==> src/ahb_pkg.sv <==
// AHB package: bus encodings, AHB-side widths and the captured transfer record
`default_nettype none

package ahb_pkg;

  ////////////////////////////////////////////////////////////////////////////
  // AHB widths
  ////////////////////////////////////////////////////////////////////////////
  typedef logic [31:0] haddr_t;
  typedef logic [31:0] hdata_t;
  typedef logic [2:0]  hsize_t;
  typedef logic [1:0]  htrans_t;
  typedef logic [3:0]  hprot_t;

  // Transfer sizes, word and below only
  localparam hsize_t HSIZE_BYTE  = 3'b000;
  localparam hsize_t HSIZE_HWORD = 3'b001;
  localparam hsize_t HSIZE_WORD  = 3'b010;

  // Transfer types
  localparam htrans_t HTRANS_IDLE   = 2'b00;
  localparam htrans_t HTRANS_BUSY   = 2'b01;
  localparam htrans_t HTRANS_NONSEQ = 2'b10;
  localparam htrans_t HTRANS_SEQ    = 2'b11;

  // HPROT bit positions
  localparam int HPROT_DATA_BIT = 0;
  localparam int HPROT_PRIV_BIT = 1;

  // Response codes
  localparam logic HRESP_OKAY  = 1'b0;
  localparam logic HRESP_ERROR = 1'b1;

  ////////////////////////////////////////////////////////////////////////////
  // Transfer record and slave states
  ////////////////////////////////////////////////////////////////////////////
  // Address phase plus write data, 72 bits
  typedef struct packed {
    haddr_t addr;
    logic   write;
    hsize_t size;
    hprot_t prot;
    hdata_t wdata;
  } ahb_xfer_t;

  typedef enum logic [1:0] {
    AHB_IDLE    = 2'b00,
    AHB_CAPTURE = 2'b01,
    AHB_WAIT    = 2'b10,
    AHB_ERROR   = 2'b11
  } ahb_state_t;

endpackage

`default_nettype wire
==> src/apb_pkg.sv <==
// APB package: APB-side widths, protection bits, beat type and master result
`default_nettype none

package apb_pkg;

  ////////////////////////////////////////////////////////////////////////////
  // APB widths
  ////////////////////////////////////////////////////////////////////////////
  localparam int PADDR_W = 10;
  localparam int PDATA_W = 8;

  typedef logic [PADDR_W-1:0] paddr_t;
  typedef logic [PDATA_W-1:0] pdata_t;
  typedef logic [2:0]         pprot_t;

  // PPROT bit positions; bit 1 stays secure
  localparam int PPROT_PRIV_BIT  = 0;
  localparam int PPROT_INSTR_BIT = 2;

  // Beat index, at most four beats per word
  typedef logic [1:0] beat_t;

  ////////////////////////////////////////////////////////////////////////////
  // Result and master states
  ////////////////////////////////////////////////////////////////////////////
  // Outcome back to the AHB side, 33 bits
  typedef struct packed {
    ahb_pkg::hdata_t rdata;
    logic            slverr;
  } apb_result_t;

  typedef enum logic [1:0] {
    APB_IDLE   = 2'b00,
    APB_SETUP  = 2'b01,
    APB_ACCESS = 2'b10
  } apb_state_t;

endpackage

`default_nettype wire

==> src/ahb_apb_bridge.sv <==
// AHB to APB bridge top: joins the AHB slave FSM, APB master FSM and byte lanes
`default_nettype none
`timescale 1ns/100ps

module ahb_apb_bridge (
  input  wire                   HCLK,
  input  wire                   HRESETn,
  // AHB slave side
  input  wire                   HSEL,
  input  wire ahb_pkg::haddr_t  HADDR,
  input  wire ahb_pkg::hdata_t  HWDATA,
  input  wire                   HWRITE,
  input  wire ahb_pkg::hsize_t  HSIZE,
  input  wire ahb_pkg::hprot_t  HPROT,
  input  wire ahb_pkg::htrans_t HTRANS,
  input  wire                   HREADY,
  output ahb_pkg::hdata_t       HRDATA,
  output logic                  HREADYOUT,
  output logic                  HRESP,
  // APB master side
  input  wire apb_pkg::pdata_t  PRDATA,
  input  wire                   PREADY,
  input  wire                   PSLVERR,
  output logic                  PSEL,
  output logic                  PENABLE,
  output apb_pkg::pprot_t       PPROT,
  output logic                  PWRITE,
  output logic                  PSTRB,
  output apb_pkg::paddr_t       PADDR,
  output apb_pkg::pdata_t       PWDATA
);
  import ahb_pkg::*;
  import apb_pkg::*;

  // Strobes between the two FSMs
  logic        xfer_start;
  logic        xfer_done;
  ahb_xfer_t   xfer;
  apb_result_t result;

  // Byte lane hookup
  beat_t       lane;
  logic        rd_clear;
  logic        rd_capture;
  pdata_t      lane_wdata;
  hdata_t      rd_word;

  ahb_slave_fsm i_ahb_slave (
    .HCLK       (HCLK),
    .HRESETn    (HRESETn),
    .HSEL       (HSEL),
    .HADDR      (HADDR),
    .HWDATA     (HWDATA),
    .HWRITE     (HWRITE),
    .HSIZE      (HSIZE),
    .HPROT      (HPROT),
    .HTRANS     (HTRANS),
    .HREADY     (HREADY),
    .xfer_done  (xfer_done),
    .result     (result),
    .HRDATA     (HRDATA),
    .HREADYOUT  (HREADYOUT),
    .HRESP      (HRESP),
    .xfer_start (xfer_start),
    .xfer       (xfer)
  );

  apb_master_fsm i_apb_master (
    .HCLK       (HCLK),
    .HRESETn    (HRESETn),
    .xfer_start (xfer_start),
    .xfer       (xfer),
    .lane_wdata (lane_wdata),
    .rd_word    (rd_word),
    .PREADY     (PREADY),
    .PSLVERR    (PSLVERR),
    .PSEL       (PSEL),
    .PENABLE    (PENABLE),
    .PPROT      (PPROT),
    .PWRITE     (PWRITE),
    .PSTRB      (PSTRB),
    .PADDR      (PADDR),
    .PWDATA     (PWDATA),
    .lane       (lane),
    .rd_clear   (rd_clear),
    .rd_capture (rd_capture),
    .xfer_done  (xfer_done),
    .result     (result)
  );

  apb_byte_lanes i_byte_lanes (
    .HCLK       (HCLK),
    .HRESETn    (HRESETn),
    .xfer       (xfer),
    .lane       (lane),
    .PRDATA     (PRDATA),
    .rd_clear   (rd_clear),
    .rd_capture (rd_capture),
    .lane_wdata (lane_wdata),
    .rd_word    (rd_word)
  );

endmodule

`default_nettype wire

==> src/apb_byte_lanes.sv <==
// Byte lanes: picks the write byte for the current beat and assembles read data
`default_nettype none
`timescale 1ns/100ps

module apb_byte_lanes (
  input  wire                     HCLK,
  input  wire                     HRESETn,
  input  wire ahb_pkg::ahb_xfer_t xfer,
  input  wire apb_pkg::beat_t     lane,
  input  wire apb_pkg::pdata_t    PRDATA,
  input  wire                     rd_clear,
  input  wire                     rd_capture,
  output apb_pkg::pdata_t         lane_wdata,
  output ahb_pkg::hdata_t         rd_word
);
  import apb_pkg::*;

  // Bit offset of current lane in the word
  logic [4:0] lane_ofs;

  assign lane_ofs = {lane, 3'b000};

  // Write byte for this beat
  assign lane_wdata = xfer.wdata[lane_ofs +: PDATA_W];

  ////////////////////////////////////////////////////////////////////////////
  // Read accumulator
  ////////////////////////////////////////////////////////////////////////////
  always_ff @(posedge HCLK or negedge HRESETn)
  begin
    if (!HRESETn)
      rd_word <= '0;
    // Unread lanes stay zero
    else if (rd_clear)
      rd_word <= '0;
    else if (rd_capture)
      rd_word[lane_ofs +: PDATA_W] <= PRDATA;
  end

endmodule

`default_nettype wire

==> src/apb_master_fsm.sv <==
// APB master FSM: runs setup and access phases per byte beat and reports the outcome
`default_nettype none
`timescale 1ns/100ps

module apb_master_fsm (
  input  wire                       HCLK,
  input  wire                       HRESETn,
  input  wire                       xfer_start,
  input  wire ahb_pkg::ahb_xfer_t   xfer,
  input  wire apb_pkg::pdata_t      lane_wdata,
  input  wire ahb_pkg::hdata_t      rd_word,
  input  wire                       PREADY,
  input  wire                       PSLVERR,
  output logic                      PSEL,
  output logic                      PENABLE,
  output apb_pkg::pprot_t           PPROT,
  output logic                      PWRITE,
  output logic                      PSTRB,
  output apb_pkg::paddr_t           PADDR,
  output apb_pkg::pdata_t           PWDATA,
  output apb_pkg::beat_t            lane,
  output logic                      rd_clear,
  output logic                      rd_capture,
  output logic                      xfer_done,
  output apb_pkg::apb_result_t      result
);
  import ahb_pkg::*;
  import apb_pkg::*;

  apb_state_t state;
  beat_t      beat;
  beat_t      last_beat;
  pprot_t     prot_map;
  logic       slverr;
  logic       start;
  logic       beat_end;

  // Index of last beat for a size
  function automatic beat_t beats_last(input hsize_t size);
    case (size)
      HSIZE_WORD:  beats_last = 2'd3;
      HSIZE_HWORD: beats_last = 2'd1;
      HSIZE_BYTE:  beats_last = 2'd0;
      // Wider sizes unsupported, treat as byte
      default:     beats_last = 2'd0;
    endcase
  endfunction

  ////////////////////////////////////////////////////////////////////////////
  // Decode
  ////////////////////////////////////////////////////////////////////////////
  always_comb
  begin
    prot_map                  = '0;
    prot_map[PPROT_PRIV_BIT]  = xfer.prot[HPROT_PRIV_BIT];
    // Opcode fetch when HPROT says not data
    prot_map[PPROT_INSTR_BIT] = ~xfer.prot[HPROT_DATA_BIT];
  end

  assign start     = (state == APB_IDLE) && xfer_start;
  assign beat_end  = (state == APB_ACCESS) && PREADY;
  assign last_beat = beats_last(xfer.size);

  // Lane wraps within the word
  assign lane       = xfer.addr[1:0] + beat;
  assign PWDATA     = lane_wdata;
  assign rd_clear   = start;
  assign rd_capture = beat_end;

  // Read word already holds the last byte when done pulses
  assign result.rdata  = rd_word;
  assign result.slverr = slverr;

  ////////////////////////////////////////////////////////////////////////////
  // Setup / access sequencing
  ////////////////////////////////////////////////////////////////////////////
  always_ff @(posedge HCLK or negedge HRESETn)
  begin
    if (!HRESETn)
    begin
      state     <= APB_IDLE;
      PSEL      <= 1'b0;
      PENABLE   <= 1'b0;
      PPROT     <= '0;
      PWRITE    <= 1'b0;
      PSTRB     <= 1'b0;
      PADDR     <= '0;
      beat      <= '0;
      slverr    <= 1'b0;
      xfer_done <= 1'b0;
    end
    else
    begin
      xfer_done <= 1'b0;
      case (state)
        APB_IDLE:
        begin
          if (start)
          begin
            state   <= APB_SETUP;
            PSEL    <= 1'b1;
            PENABLE <= 1'b0;
            PPROT   <= prot_map;
            PWRITE  <= xfer.write;
            // Full byte strobe on writes only
            PSTRB   <= xfer.write;
            PADDR   <= xfer.addr[PADDR_W-1:0];
            beat    <= '0;
            slverr  <= 1'b0;
          end
        end
        APB_SETUP:
        begin
          PENABLE <= 1'b1;
          state   <= APB_ACCESS;
        end
        APB_ACCESS:
        begin
          // PREADY low stretches this phase
          if (PREADY)
          begin
            PENABLE <= 1'b0;
            slverr  <= PSLVERR;
            if (PSLVERR || (beat == last_beat))
            begin
              PSEL      <= 1'b0;
              xfer_done <= 1'b1;
              state     <= APB_IDLE;
            end
            else
            begin
              // Next byte
              beat  <= beat + 1'b1;
              PADDR <= PADDR + 1'b1;
              state <= APB_SETUP;
            end
          end
        end
        default: state <= APB_IDLE;
      endcase
    end
  end

endmodule

`default_nettype wire

==> src/ahb_slave_fsm.sv <==
// AHB slave FSM: accepts single transfers, captures write data, returns the response
`default_nettype none
`timescale 1ns/100ps

module ahb_slave_fsm (
  input  wire                       HCLK,
  input  wire                       HRESETn,
  input  wire                       HSEL,
  input  wire ahb_pkg::haddr_t      HADDR,
  input  wire ahb_pkg::hdata_t      HWDATA,
  input  wire                       HWRITE,
  input  wire ahb_pkg::hsize_t      HSIZE,
  input  wire ahb_pkg::hprot_t      HPROT,
  input  wire ahb_pkg::htrans_t     HTRANS,
  input  wire                       HREADY,
  input  wire                       xfer_done,
  input  wire apb_pkg::apb_result_t result,
  output ahb_pkg::hdata_t           HRDATA,
  output logic                      HREADYOUT,
  output logic                      HRESP,
  output logic                      xfer_start,
  output ahb_pkg::ahb_xfer_t        xfer
);
  import ahb_pkg::*;

  ahb_state_t state;
  logic       xfer_req;

  // Address phase decode
  always_comb
  begin
    case (HTRANS)
      HTRANS_NONSEQ,
      HTRANS_SEQ:  xfer_req = HSEL & HREADY;
      // No data moves, plain OKAY
      HTRANS_IDLE,
      HTRANS_BUSY: xfer_req = 1'b0;
    endcase
  end

  ////////////////////////////////////////////////////////////////////////////
  // Control
  ////////////////////////////////////////////////////////////////////////////
  always_ff @(posedge HCLK or negedge HRESETn)
  begin
    if (!HRESETn)
    begin
      state      <= AHB_IDLE;
      HREADYOUT  <= 1'b1;
      HRESP      <= HRESP_OKAY;
      xfer_start <= 1'b0;
    end
    else
    begin
      // Single-cycle strobe
      xfer_start <= 1'b0;
      case (state)
        AHB_IDLE:
        begin
          HRESP <= HRESP_OKAY;
          if (xfer_req)
          begin
            // Hold off master until APB side is done
            HREADYOUT <= 1'b0;
            state     <= AHB_CAPTURE;
          end
        end
        AHB_CAPTURE:
        begin
          // HWDATA valid now, kick off APB side
          xfer_start <= 1'b1;
          state      <= AHB_WAIT;
        end
        AHB_WAIT:
        begin
          if (xfer_done)
          begin
            if (result.slverr)
            begin
              // First cycle of two-cycle ERROR
              HRESP <= HRESP_ERROR;
              state <= AHB_ERROR;
            end
            else
            begin
              HREADYOUT <= 1'b1;
              state     <= AHB_IDLE;
            end
          end
        end
        AHB_ERROR:
        begin
          // Second ERROR cycle, HRESP held
          HREADYOUT <= 1'b1;
          state     <= AHB_IDLE;
        end
        default: state <= AHB_IDLE;
      endcase
    end
  end

  ////////////////////////////////////////////////////////////////////////////
  // Transfer capture and read data
  ////////////////////////////////////////////////////////////////////////////
  always_ff @(posedge HCLK)
  begin
    if ((state == AHB_IDLE) && xfer_req)
    begin
      xfer.addr  <= HADDR;
      xfer.write <= HWRITE;
      xfer.size  <= HSIZE;
      xfer.prot  <= HPROT;
    end
    // Data phase follows one cycle later
    if (state == AHB_CAPTURE)
      xfer.wdata <= HWDATA;
    if ((state == AHB_WAIT) && xfer_done)
      HRDATA <= result.rdata;
  end

endmodule

`default_nettype wire

==> config.mk <==
export PLATFORM = sky130hd
export DESIGN_NAME = ahb_apb_bridge
export DESIGN_NICKNAME = d
export VERILOG_FILES = /design/src/ahb_pkg.sv /design/src/apb_pkg.sv /design/src/ahb_apb_bridge.sv /design/src/apb_byte_lanes.sv /design/src/apb_master_fsm.sv /design/src/ahb_slave_fsm.sv
export SDC_FILE = /design/constraint.sdc
export NUM_CORES = 1
export LEC_CHECK = 0
export BUFFER_PORTS_ARGS = -buffer_cell sky130_fd_sc_hd__buf_4
export CAP_MARGIN = 10
export CORE_MARGIN = 2
export CORE_UTILIZATION = 45
export CTS_CLUSTER_SIZE = 25
export DETAILED_ROUTE_END_ITERATION = 8
export GPL_TIMING_DRIVEN = 0
export PLACE_DENSITY_LB_ADDON = 0.2
export SLEW_MARGIN = 20
export SYNTH_ARGS = -nofsm -noshare
export SYNTH_HDL_FRONTEND = slang
export SYNTH_HIERARCHICAL = 1
export SYNTH_SLANG_ARGS = --single-unit
==> constraint.sdc <==
create_clock -name HCLK -period 6.7 [get_ports HCLK]
set_clock_uncertainty 0.1 [all_clocks]
set_input_delay 0 -clock HCLK [delete_from_list [all_inputs] [get_ports HCLK]]
set_output_delay 0 -clock HCLK [all_outputs]
set_load 0.05 [all_outputs]
# Yosys cells after proc, flatten, opt, wreduce, memory -nomap -nowiden
# Index checks and enable logic that the tools add are counted.
[totals]
register_bits = 138
input_bits = 88
out_inout_bits = 59
elab_cells = 113
[classes]
addsub = 4
eq_ne = 19
shift = 3
mux = 41
bitwise = 2
reduce_logical = 24
[ops]
columns = ["operator", "n"]
rows = [
  ["2-to-1 mux 32 bit", 2],
  ["bitwise mux 32 bit", 1],
  ["variable shift 8 x 7 -> 32 bit, first input constant", 1],
  ["indexed part select 32 x 6 -> 8 bit", 1],
  ["indexed part select 8 x 7 -> 32 bit", 1],
  ["2-to-1 mux 10 bit", 3],
  ["case mux 10 bit (2 select lines)", 1],
  ["2-to-1 mux 1 bit", 16],
  ["2-to-1 mux 2 bit", 8],
  ["AND reduction 4 bit", 3],
  ["adder 10 x 1 -> 10 bit, second input constant", 1],
  ["== test 2 bit, second input constant", 5],
  ["AND reduction 3 bit", 3],
  ["inequality test 2 x 1 -> 1 bit, second input constant", 4],
  ["inequality test 2 bit, second input constant", 4],
  ["case mux 1 bit (2 select lines)", 4],
  ["case mux 2 bit (2 select lines)", 2],
  ["case mux 2 bit (4 select lines)", 1],
  ["negator 5 -> 7 bit", 1],
  ["== test 2 x 1 -> 1 bit, second input constant", 3],
  ["logical NOT 2 bit", 3],
  ["case mux 1 bit (3 select lines)", 2],
  ["case mux 2 bit (3 select lines)", 1],
  ["AND reduction 2 bit", 3],
  ["12 further kinds", 19],
]

# Longest topological paths before layout
# Gate-level depths: netlist (run 1).
[logic_depth]
depth_word = 7
ltp_mapped = 10

# Modules after synthesis
# Netlist (run 1), hierarchy kept.
[modules_own_cells]
columns = ["module", "instances", "cells_each", "area_per_inst_um2", "seq_area_each_um2"]
rows = [
  ["ahb_slave_fsm", 1, 125, 3364.5, 3249.4],
  ["apb_byte_lanes", 1, 125, 1661.6, 800.8],
  ["apb_master_fsm", 1, 182, 1546.5, 525.5],
]

# Worst setup path after synthesis (run 1)
# Ideal clock, no wire load.
[synth_path]
kind = "register to register"
start = "register i_ahb_slave.state[1]"
end = "register, netlist name i_ahb_slave/xfer[32]"
t_arrival_ps = 2299
slack_ps = 3864
path_stages_with_launch = 3
path_buffers = 0
synth_period_minus_slack_ps = 2836
cell_sequence = "dfrtp_1 > nand4b_1 > nor2_1"
[synth_via]
elab_chain_cells = 2
[synth_rtl]
columns = ["element", "line", "text"]
rows = [
  ["start: declaration", "ahb_slave_fsm.sv:26", "ahb_state_t state;"],
  ["start signal: assignment", "ahb_slave_fsm.sv:48", "state <= AHB_IDLE;"],
  ["start signal: assignment", "ahb_slave_fsm.sv:65", "state <= AHB_CAPTURE;"],
  ["start signal: assignment", "ahb_slave_fsm.sv:72", "state <= AHB_WAIT;"],
  ["logical NOT 2 bit", "ahb_slave_fsm.sv:107", "if ((state == AHB_IDLE) && xfer_req)"],
  ["logical AND 1 bit", "ahb_slave_fsm.sv:107", ""],
]
# No other way between the ends.
# A chain may end at the register's enable or synchronous reset.

# Worst setup path after layout (run 1)
[layout_path]
start = "register, netlist name i_ahb_slave/xfer[40]"
end = "register i_byte_lanes.rd_word[14]"
[layout_via]
elab_chain_cells = 6
elab_cells_between_ends = 7
[layout_rtl]
columns = ["element", "line", "text"]
rows = [
  ["adder 2 bit (*)", "apb_master_fsm.sv:65", "assign lane = xfer.addr[1:0] + beat;"],
  ["named net lane[1]", "ahb_apb_bridge.sv:42", "beat_t lane;"],
  ["negator 5 -> 7 bit (*)", "apb_byte_lanes.sv:37", "rd_word[lane_ofs +: PDATA_W] <= PRDATA;"],
  ["indexed part select 8 x 7 -> 32 bit or variable shift 8 x 7 -> 32 bit (tied branches)", "apb_byte_lanes.sv:37", ""],
  ["bitwise mux 32 bit (*)", "apb_byte_lanes.sv:37", ""],
  ["2-to-1 mux 32 bit (*)", "apb_byte_lanes.sv:36", "else if (rd_capture)"],
  ["2-to-1 mux 32 bit (*)", "apb_byte_lanes.sv:34", "else if (rd_clear)"],
  ["end signal: assignment", "apb_byte_lanes.sv:32", "rd_word <= '0;"],
  ["end signal: assignment", "apb_byte_lanes.sv:35", "rd_word <= '0;"],
  ["end signal: indexed assignment", "apb_byte_lanes.sv:37", ""],
  ["end: declaration", "apb_byte_lanes.sv:14", "output ahb_pkg::hdata_t rd_word"],
]
# The timed path passes the listed nets; every way through them passes the cells marked *. The select of a mux whose other input is x is not followed.

==> key figures, run 1 <==
Status
  – Outcome: finished clean

Cells and area
  – Commonest non-fill, non-tap cells in the layout: 164 x buf_4, 80 x edfxtp_1, 63 x dlygate4sd3_1, 57 x dfrtp_1
  – ANT cells: 0
  – Leading cell type in the layout, fill and taps excluded: buf_4
  – Post-layout net count: 705
  – Layout cells sized above 1: 36.3%
  – Area grow syn2layout: 39.2%
  – Finished Core Util: 64.3%

Logic synthesis
  – Gate count of the mapped netlist: 408
  – Syn Area/Cell: 14.3 um^2
  – Synth warn: 6
  – Post-synthesis net count: 503
  – Cell Area, Synth: 5850 um^2

STA
  – Period minus WS final: 3.20 ns
  – Final hold vios: 0
  – Final worst slack: 3.50 ns
  – Fin Setup TNS: 0 ns
  – Slew @ Worst Pin: 0.829 ns
  – Final max-slew violation count: 0
  – Max Clk Rate: 312 MHz
  – Fin crit share: 47.8%
  – Setup-failing EPs final: 0
  – Relative slew margins: 44.7%
  – RSZ-0062 raised after global routing: no

Worst setup path
  – Crit path DAT: 3.39 ns
  – WS Path Type: reg -> reg
  – Startpoint Class: flop
  – CP Max Fanout: 10
  – R2R depth: 10
  – Worst EP required: 6.89 ns
  – Crit end category: flop

Place
  – Dpl ws: 3.47 ns
  – DP HPWL: 8010 um
  – GP Congestion: 0.866
  – PortBufs: 120

Routing
  – WL final: 13100 um
  – Initial DRC Count: 179
  – Wire per inst: 16.5 um
  – Via/cell ratio: 5.10
  – ANT nets after route: 0
  – Via Count: 4050
  – Drt pass-1 iters: 4
  – Drc violations: 0

Pwr
  – P per Cell Area: 367 nW/um^2
  – Worst vdd ir: 0.000271 V
  – Leak: 3.42 nW
  – Switch Pwr: 1.04 mW
  – Sw Share: 34.8%
  – Overall Power: 2.99 mW
  – Comb pwr share: 33.2%
  – Clock power frac: 28.9%
  – Internal: 1.95 mW
  – Flop pwr share: 37.9%

Worst hold path
  – Min-delay worst type: in -> async

Floorplanning
  – Die width: 118 um
  – Row count: 41
  – Initial core utilization: 46.2%
  – I/O pin cnt: 147
  – CORE AREA: 12700 um^2
  – Die outline height: 118 um
  – Die Footprint: 13900 um^2

Global routing
  – Total grt overflow: 0
  – Initial antenna violation count: 0
  – Global-route wire length before repair: 21600 um
  – Total GRT Usage: 20.2%
  – Largest net degree at the start of global routing: 59
  – Vias in the first global route: 4301

Clocking
  – CTS Root Cell: clkbuf_16
  – Clk sink count: 138
  – TritonCTS buffer count: 17
  – Clock Latency Late Sink: 0.41 ns
  – H-tree depth: 4
  – CTS tree: built
  – Reg clk slew, reported paths: 0.05 ns
  – Clock buffer depth: 2

Run
  – Max-cap viol count: 0
-- worst paths after layout --
kind	startpoint	to	slack [ns]
min in group HCLK	HSEL	i_ahb_slave/xfer[41]$_DFFE_PP_	0.12
worst max-delay path	i_ahb_slave/xfer[40]$_DFFE_PP_	i_byte_lanes/rd_word[14]$_DFFE_PN0P_	3.50
worst min-delay path	HRESETn	i_apb_master/PSTRB$_DFFE_PN0P_	0.11
max in group asynchronous	HRESETn	i_byte_lanes/rd_word[27]$_DFFE_PN0P_	5.89
worst max register to register	i_ahb_slave/xfer[40]$_DFFE_PP_	i_byte_lanes/rd_word[14]$_DFFE_PN0P_	3.50
worst min register to register	i_ahb_slave/xfer[32]$_DFFE_PP_	i_apb_master/PPROT[2]$_DFFE_PN0P_	0.34
-- cell type report --
class                      count  area, um^2
inverter                      17        63.8
clock inverter                12         109
timing repair buffer         183        1530
buffer                        59         399
fill                         933        4530
tap                          172         215
sequential                   138        3850
multi-input combinational    194        1540
clock buffer                  19         433
-- worst max-delay path: stages, from the launching register on --
cell and delay (ns):
edfxtp_1 0.42, ha_1 0.24, xnor2_1 0.14, xnor2_1 0.28, clkbuf_1 0.53, inv_1 0.18, ha_1 0.34, and4bb_2 0.24
clkbuf_2 0.16, buf_4 0.19, a32o_1 0.26
-- power by group through the flow --
stage	clock network, mW	registers (mW)	logic (mW)
6_report	0.865	1.13	0.994
5_1_grt	0.919	1.15	1.06
4_1_cts	0.877	1.13	0.996
3_5_place_dp	0	1.15	0.961
3_3_place_gp	0	1.14	0.941
2_1_floorplan	0	1.31	0.510
-- per-layer routing --
layer	vias up	global-route usage (%)	routed length [um]
met5	-	0	0
met4	0	9.56	350
met3	29	5.33	611
met2	131	35.4	6870
met1	1999	23.1	5270
li1	1891	-	-
-- flip-flops by register name, indices dropped and copies added (netlist names) --
| name | flops |
|---|---|
| i_ahb_slave/HRESP | 1 |
| i_ahb_slave/xfer | 48 |
| i_apb_master/PPROT | 2 |
| i_apb_master/PADDR | 10 |
| i_ahb_slave/xfer_start | 1 |
| i_ahb_slave/state | 2 |
| i_apb_master/slverr | 1 |
| i_apb_master/PSEL | 1 |
| i_ahb_slave/HRDATA | 32 |
| i_apb_master/state | 2 |
| i_byte_lanes/rd_word | 32 |
| i_apb_master/xfer_done | 1 |
| i_apb_master/PENABLE | 1 |
| i_ahb_slave/HREADYOUT | 1 |
| i_apb_master/PSTRB | 1 |
| i_apb_master/beat | 2 |
-- through the flow --
stage / std cells / instance area, um^2 / hold WS, ns
floorplan: 408 / 5850 / -0.396
global placement: 700 / 6970 / 0.0167
detailed placement: 700 / 6970 / 0.0253
CTS: 794 / 8140 / 0.105
global route: 794 / 8140 / 0.146
finish: 794 / 8140 / 0.106
-- what timing repair did --
action	in CTS	in global routing
endpoints found under the setup margin	0	0
setup buffers	0	0
resized for setup	0	0
endpoints found under the hold margin	147	0
hold buffers	63	0
Note: power is estimated with default switching activity, not from simulation.
==> run 2: changes to the inputs <==
--- a/config.mk
+++ b/config.mk
@@ -5,6 +5,7 @@
 export SDC_FILE = /design/constraint.sdc
 export NUM_CORES = 1
 export LEC_CHECK = 0
+export ABC_AREA = 1
 export BUFFER_PORTS_ARGS = -buffer_cell sky130_fd_sc_hd__buf_4
 export CAP_MARGIN = 10
 export CORE_MARGIN = 2
==> constraint.sdc (replaced) <==
create_clock -name HCLK -period 2.95 [get_ports HCLK]
set_clock_uncertainty 0.1 [all_clocks]
set_input_delay 0 -clock HCLK [delete_from_list [all_inputs] [get_ports HCLK]]
set_output_delay 0 -clock HCLK [all_outputs]
set_load 0.05 [all_outputs]
==> key figures, run 2 <==
Status
  – Outcome: finished clean

Worst setup path
  – R2r setup slk: 0.37 ns
  – Critical path's largest stage delay: 0.45 ns
  – Startpoint Class: flop
  – Crit end category: flop
  – Worst r2r src: i_apb_master/beat[0]$_DFFE_PN0P_
  – R2r endpoint: i_byte_lanes/rd_word[25]$_DFFE_PN0P_
  – Worst path buffer plus inverter count: 3
  – Crit path max-delay cell type: dfrtp_1
  – CP cell instances: ha_1 -> xnor2_1 -> inv_2 -> buf_2 -> ha_1 -> nor2_4 -> and2b_1 -> buf_6 -> nand2_1 -> nand2_1
  – Delay-heaviest family, CP: adder cells
  – WS Path Type: reg -> reg
  – CP Max Fanout: 12
  – R2R depth: 10
  – Worst EP required: 3.20 ns
  – Crit path DAT: 2.83 ns

Global routing
  – Vias in the first global route: 4593
  – Initial antenna violation count: 0
  – Global-route wire length before repair: 21400 um
  – Total grt overflow: 0
  – Total GRT Usage: 19.6%
  – Largest net degree at the start of global routing: 59

Logic synthesis
  – Syn Area/Cell: 10.3 um^2
  – Synth warn: 6
  – Gate count of the mapped netlist: 585
  – Cell Area, Synth: 6030 um^2
  – Post-synthesis net count: 680

Clocking
  – Clock Latency Late Sink: 0.42 ns
  – TritonCTS buffer count: 17
  – Reg clk slew, reported paths: 0.06 ns
  – CTS tree: built
  – H-tree depth: 4
  – Clk sink count: 138
  – Clock buffer depth: 2
  – CTS Root Cell: clkbuf_16

Floorplanning
  – I/O pin cnt: 147
  – Initial core utilization: 45.9%
  – CORE AREA: 13100 um^2
  – Row count: 42
  – Die Footprint: 14300 um^2
  – Die width: 120 um
  – Die outline height: 120 um

Routing
  – Initial DRC Count: 187
  – ANT nets after route: 0
  – WL final: 13100 um
  – Via Count: 4503
  – Wire per inst: 13.4 um
  – Via/cell ratio: 4.62
  – Drc violations: 0
  – Drt pass-1 iters: 4

STA
  – Final max-slew violation count: 0
  – Final worst slack: 0.368 ns
  – Relative slew margins: 42.0%
  – Final hold vios: 0
  – Period minus WS final: 2.58 ns
  – Max Clk Rate: 387 MHz
  – Fin crit share: 87.5%
  – Setup-failing EPs final: 0
  – RSZ-0062 raised after global routing: no
  – Fin Setup TNS: 0 ns
  – Slew @ Worst Pin: 0.869 ns

Run
  – Max-cap viol count: 0

Cells and area
  – Post-layout net count: 881
  – ANT cells: 0
  – Fin area: 8460 um^2
  – Reg with most FFs: i_ahb_slave/xfer
  – Leading cell type in the layout, fill and taps excluded: nand2_1
  – Finished Core Util: 64.4%
  – Max reg flops: 48
  – Commonest non-fill, non-tap cells in the layout: 190 x nand2_1, 166 x buf_4, 80 x edfxtp_1, 61 x dlygate4sd3_1, 57 x dfrtp_1
  – Area grow syn2layout: 40.4%
  – Layout cells sized above 1: 29.5%
  – Top flop regs: i_ahb_slave/xfer: 48 flops, i_ahb_slave/HRDATA: 32 flops, i_byte_lanes/rd_word: 32 flops

Pwr
  – Worst vdd ir: 0.000585 V
  – Flop pwr share: 31.5%
  – Sw Share: 39.8%
  – Comb pwr share: 42.7%
  – Overall Power: 9.17 mW
  – Internal: 5.52 mW
  – P per Cell Area: 1080 nW/um^2
  – Leak: 4.05 nW
  – Clock power frac: 25.8%
  – Switch Pwr: 3.65 mW

Worst hold path
  – Min-delay worst type: in -> async

Place
  – Post-DP Area: 7180 um^2
  – PortBufs: 120
  – Dpl ws: 0.101 ns
  – GP Congestion: 0.843
  – DP HPWL: 8430 um
## run 2: how the worst max path moves through the flow
| stage | start | end | slack, ns | depth (start not counted) |
|---|---|---|---|---|
| floorplan | i_apb_master/beat[0]$_DFFE_PN0P_ | i_byte_lanes/rd_word[24]$_DFFE_PN0P_ | 0.63 | 10 |
| global placement | i_apb_master/beat[0]$_DFFE_PN0P_ | i_byte_lanes/rd_word[12]$_DFFE_PN0P_ | 0.12 | 9 |
| detailed placement | i_apb_master/beat[0]$_DFFE_PN0P_ | i_byte_lanes/rd_word[10]$_DFFE_PN0P_ | 0.10 | 9 |
| CTS | i_apb_master/beat[0]$_DFFE_PN0P_ | i_byte_lanes/rd_word[9]$_DFFE_PN0P_ | 0.05 | 9 |
| global route | i_apb_master/beat[0]$_DFFE_PN0P_ | i_byte_lanes/rd_word[25]$_DFFE_PN0P_ | 0.11 | 11 |
| finish | i_apb_master/beat[0]$_DFFE_PN0P_ | i_byte_lanes/rd_word[25]$_DFFE_PN0P_ | 0.37 | 10 |
## run 2: layer usage
layer | share of wire (%) | track usage (%) | up-vias
met5 | 0 | 0 | -
met4 | 2.0 | 9.04 | 0
met3 | 4.8 | 4.94 | 22
met2 | 52 | 33.8 | 134
met1 | 41 | 23.0 | 2073
li1 | - | - | 2274
## run 2: timing repair
action	CTS	global route
setup buffers	0	0
resized for setup	0	3
hold endpoints to repair	149	0
setup endpoints to repair	0	29
hold buffers	61	0
## run 2: per-stage QoR
stage / std cells / hold WS [ns]
global route: 975 / 0.147
finish: 975 / 0.0826
global placement: 881 / 0.00790
CTS: 975 / 0.107
detailed placement: 882 / 0.0119
floorplan: 585 / -0.396
## run 2: power groups by stage
stage | clock network, mW | registers (mW) | logic [mW]
4_1_cts | 2.41 | 2.89 | 3.93
3_5_place_dp | 0 | 2.92 | 3.84
3_3_place_gp | 0 | 2.90 | 3.75
2_1_floorplan | 0 | 3.26 | 2.43
5_1_grt | 2.49 | 2.94 | 4.29
6_report | 2.37 | 2.89 | 3.92
## run 2: area by class of cell
class,instances,area [um^2]
Buffer,56,414
Clock buffer,19,453
Clock inverter,13,214
Fill cell,1049,4680
Inverter,50,188
Multi-Input combinational cell,341,1590
Sequential cell,138,3850
Tap cell,176,220
Timing Repair Buffer,182,1530
==> run 3: changes to the inputs <==
--- a/config.mk
+++ b/config.mk
@@ -5,7 +5,6 @@
 export SDC_FILE = /design/constraint.sdc
 export NUM_CORES = 1
 export LEC_CHECK = 0
-export ABC_AREA = 1
 export BUFFER_PORTS_ARGS = -buffer_cell sky130_fd_sc_hd__buf_4
 export CAP_MARGIN = 10
 export CORE_MARGIN = 2
==> key figures, run 3 (synthesized netlist as in run 1, its figures left out) <==
Status
  – Outcome: finished clean

Cells and area
  – Fin area: 8170 um^2
  – Commonest non-fill, non-tap cells in the layout: 165 x buf_4, 80 x edfxtp_1, 63 x dlygate4sd3_1, 57 x dfrtp_1, 24 x a32o_1
  – Reg with most FFs: i_ahb_slave/xfer
  – Layout cells sized above 1: 37.0%
  – Max reg flops: 48
  – ANT cells: 0
  – Area grow syn2layout: 39.6%
  – Top flop regs: i_ahb_slave/xfer: 48 flops, i_ahb_slave/HRDATA: 32 flops, i_byte_lanes/rd_word: 32 flops
  – Finished Core Util: 64.5%
  – Leading cell type in the layout, fill and taps excluded: buf_4
  – Post-layout net count: 705
  – Finished Layout Cells: 794

Pwr
  – P per Cell Area: 833 nW/um^2
  – Flop pwr share: 37.8%
  – Comb pwr share: 33.3%
  – Switch Pwr: 2.37 mW
  – Internal: 4.44 mW
  – Overall Power: 6.81 mW
  – Clock power frac: 28.9%
  – Leak: 3.43 nW
  – Worst vdd ir: 0.000616 V
  – Sw Share: 34.8%

STA
  – Final max-slew violation count: 0
  – Slew @ Worst Pin: 0.834 ns
  – Period minus WS final: 2.74 ns
  – Max Clk Rate: 365 MHz
  – Fin crit share: 92.9%
  – Setup-failing EPs final: 0
  – Final hold vios: 0
  – RSZ-0062 raised after global routing: no
  – Relative slew margins: 44.3%

Worst setup path
  – Startpoint Class: flop
  – Critical path's largest stage delay: 0.42 ns
  – Crit path DAT: 2.93 ns
  – CP Max Fanout: 10
  – Worst setup path startpoint: i_ahb_slave/xfer[40]$_DFFE_PP_
  – WS Path Type: reg -> reg
  – Crit path max-delay cell type: edfxtp_1
  – CP cell instances: ha_1 -> xnor2_2 -> xnor2_2 -> buf_4 -> inv_1 -> ha_1 -> and4bb_2 -> clkbuf_2 -> buf_4 -> a32o_1
  – Worst r2r src: i_ahb_slave/xfer[40]$_DFFE_PP_
  – Crit end category: flop
  – Worst EP required: 3.14 ns

Floorplanning
  – I/O pin cnt: 147
  – Die width: 118 um
  – Die Footprint: 13900 um^2
  – CORE AREA: 12700 um^2
  – Die outline height: 118 um
  – Initial core utilization: 46.2%
  – Row count: 41

Routing
  – Drt pass-1 iters: 4
  – Initial DRC Count: 189
  – Via/cell ratio: 5.09
  – Met2 routed WL: 6860 um
  – Wire per inst: 16.5 um
  – Wire length on met3: 675 um
  – Highest routed layer: met4
  – ANT nets after route: 0
  – Drc violations: 0
  – WL final: 13100 um
  – Via Count: 4044
  – Wl on met1: 5260 um

Clocking
  – TritonCTS buffer count: 17
  – Clk sink count: 138
  – Clock Latency Late Sink: 0.42 ns
  – Clock buffer depth: 2
  – H-tree depth: 4
  – Setup bufs post-CTS: 0
  – CTS Root Cell: clkbuf_16
  – CTS tree: built
  – Reg clk slew, reported paths: 0.05 ns

Worst hold path
  – Min-delay worst type: in -> async

Place
  – Dpl cells: 700
  – Post-DP Area: 6970 um^2
  – PortBufs: 120
  – DP HPWL: 8010 um
  – GP Congestion: 0.866

Run
  – Max-cap viol count: 0

Global routing
  – Total GRT Usage: 20.2%
  – Initial antenna violation count: 0
  – Global-route wire length before repair: 21600 um
  – Vias in the first global route: 4301
  – Total grt overflow: 0
  – Largest net degree at the start of global routing: 59
run 3: changes by cell type in the layout (fill, tap and decap cells not counted), moves of 7 or more:
| cell | previous run | this run |
|---|---|---|
| o32ai_2 | 0 | 8 |
| mux4_2 | 0 | 8 |
| nand4_1 | 13 | 5 |
| inv_2 | 9 | 1 |
| a32o_1 | 0 | 24 |
| nand2_1 | 190 | 23 |
| nor2_1 | 43 | 17 |
| nand3_1 | 29 | 6 |
| clkbuf_1 | 0 | 7 |
| inv_1 | 41 | 16 |
| o21ai_0 | 22 | 2 |
| nor2b_1 | 0 | 12 |
run 3: routing by layer:
metal | up-vias | global-route usage (%)
met5 | - | 0
met4 | 0 | 9.56
met3 | 25 | 5.33
met2 | 129 | 35.4
met1 | 1998 | 23.1
li1 | 1892 | -
run 3: what timing repair did:
action / in CTS / in global routing
endpoints found under the setup margin: 32 / 24
gates resized for setup: 2 / 5
hold endpoints to repair: 147 / 0
hold buffers: 63 / 0
cloned: 0 / 0
run 3: layout make-up:
| type | instances | area, um^2 |
|---|---|---|
| fillers | 933 | 4500 |
| plain buffers | 59 | 405 |
| clock buffers | 19 | 433 |
| well taps | 172 | 215 |
| repair buffers | 183 | 1530 |
| inverters | 17 | 63.8 |
| flip-flops and latches | 138 | 3850 |
| multi-input cells | 194 | 1560 |
| clock inverters | 12 | 109 |
run 3: worst paths after layout:
| kind | slack [ns] | depth (start not counted) | to |
|---|---|---|---|
| setup reg to reg | 0.21 | 10 | i_byte_lanes/rd_word[14]$_DFFE_PN0P_ |
| min in group HCLK | 0.12 | 3 | i_ahb_slave/xfer[41]$_DFFE_PP_ |
| max in group asynchronous | 2.14 | 2 | i_byte_lanes/rd_word[27]$_DFFE_PN0P_ |
| setup / recovery | 0.21 | 10 | i_byte_lanes/rd_word[14]$_DFFE_PN0P_ |
| hold / removal | 0.10 | 2 | i_apb_master/PSTRB$_DFFE_PN0P_ |
| hold reg to reg | 0.34 | 1 | i_apb_master/PPROT[2]$_DFFE_PN0P_ |
run 3: critical path: cells and delay by family (launching register included):
family | cells | cell delay, ns
AO/OA/AOI/OAI | 1 | 0.26
XOR/XNOR | 2 | 0.34
adder cells (fa/ha/maj) | 2 | 0.56
buffers and inverters | 4 | 0.69
flip-flops | 1 | 0.42
AND/OR/NAND/NOR | 1 | 0.24
run 3: through the flow:
stage	worst slack [ns]	hold WS [ns]	setup TNS, ns
after floorplan	0.306	-0.396	0
after global placement	-0.181	0.0167	-2.61
after detailed placement	-0.284	0.0253	-5.26
after CTS	0.0533	0.105	0
after global routing	0.0474	0.146	0
final	0.209	0.104	0
run 3: power by group through the flow:
stage	Sequential (mW)	Combinational [mW]	Clock, mW
6_report	2.58	2.27	1.96
5_1_grt	2.61	2.43	2.09
4_1_cts	2.57	2.26	1.99
3_5_place_dp	2.61	2.18	0
3_3_place_gp	2.59	2.14	0
2_1_floorplan	2.97	1.16	0
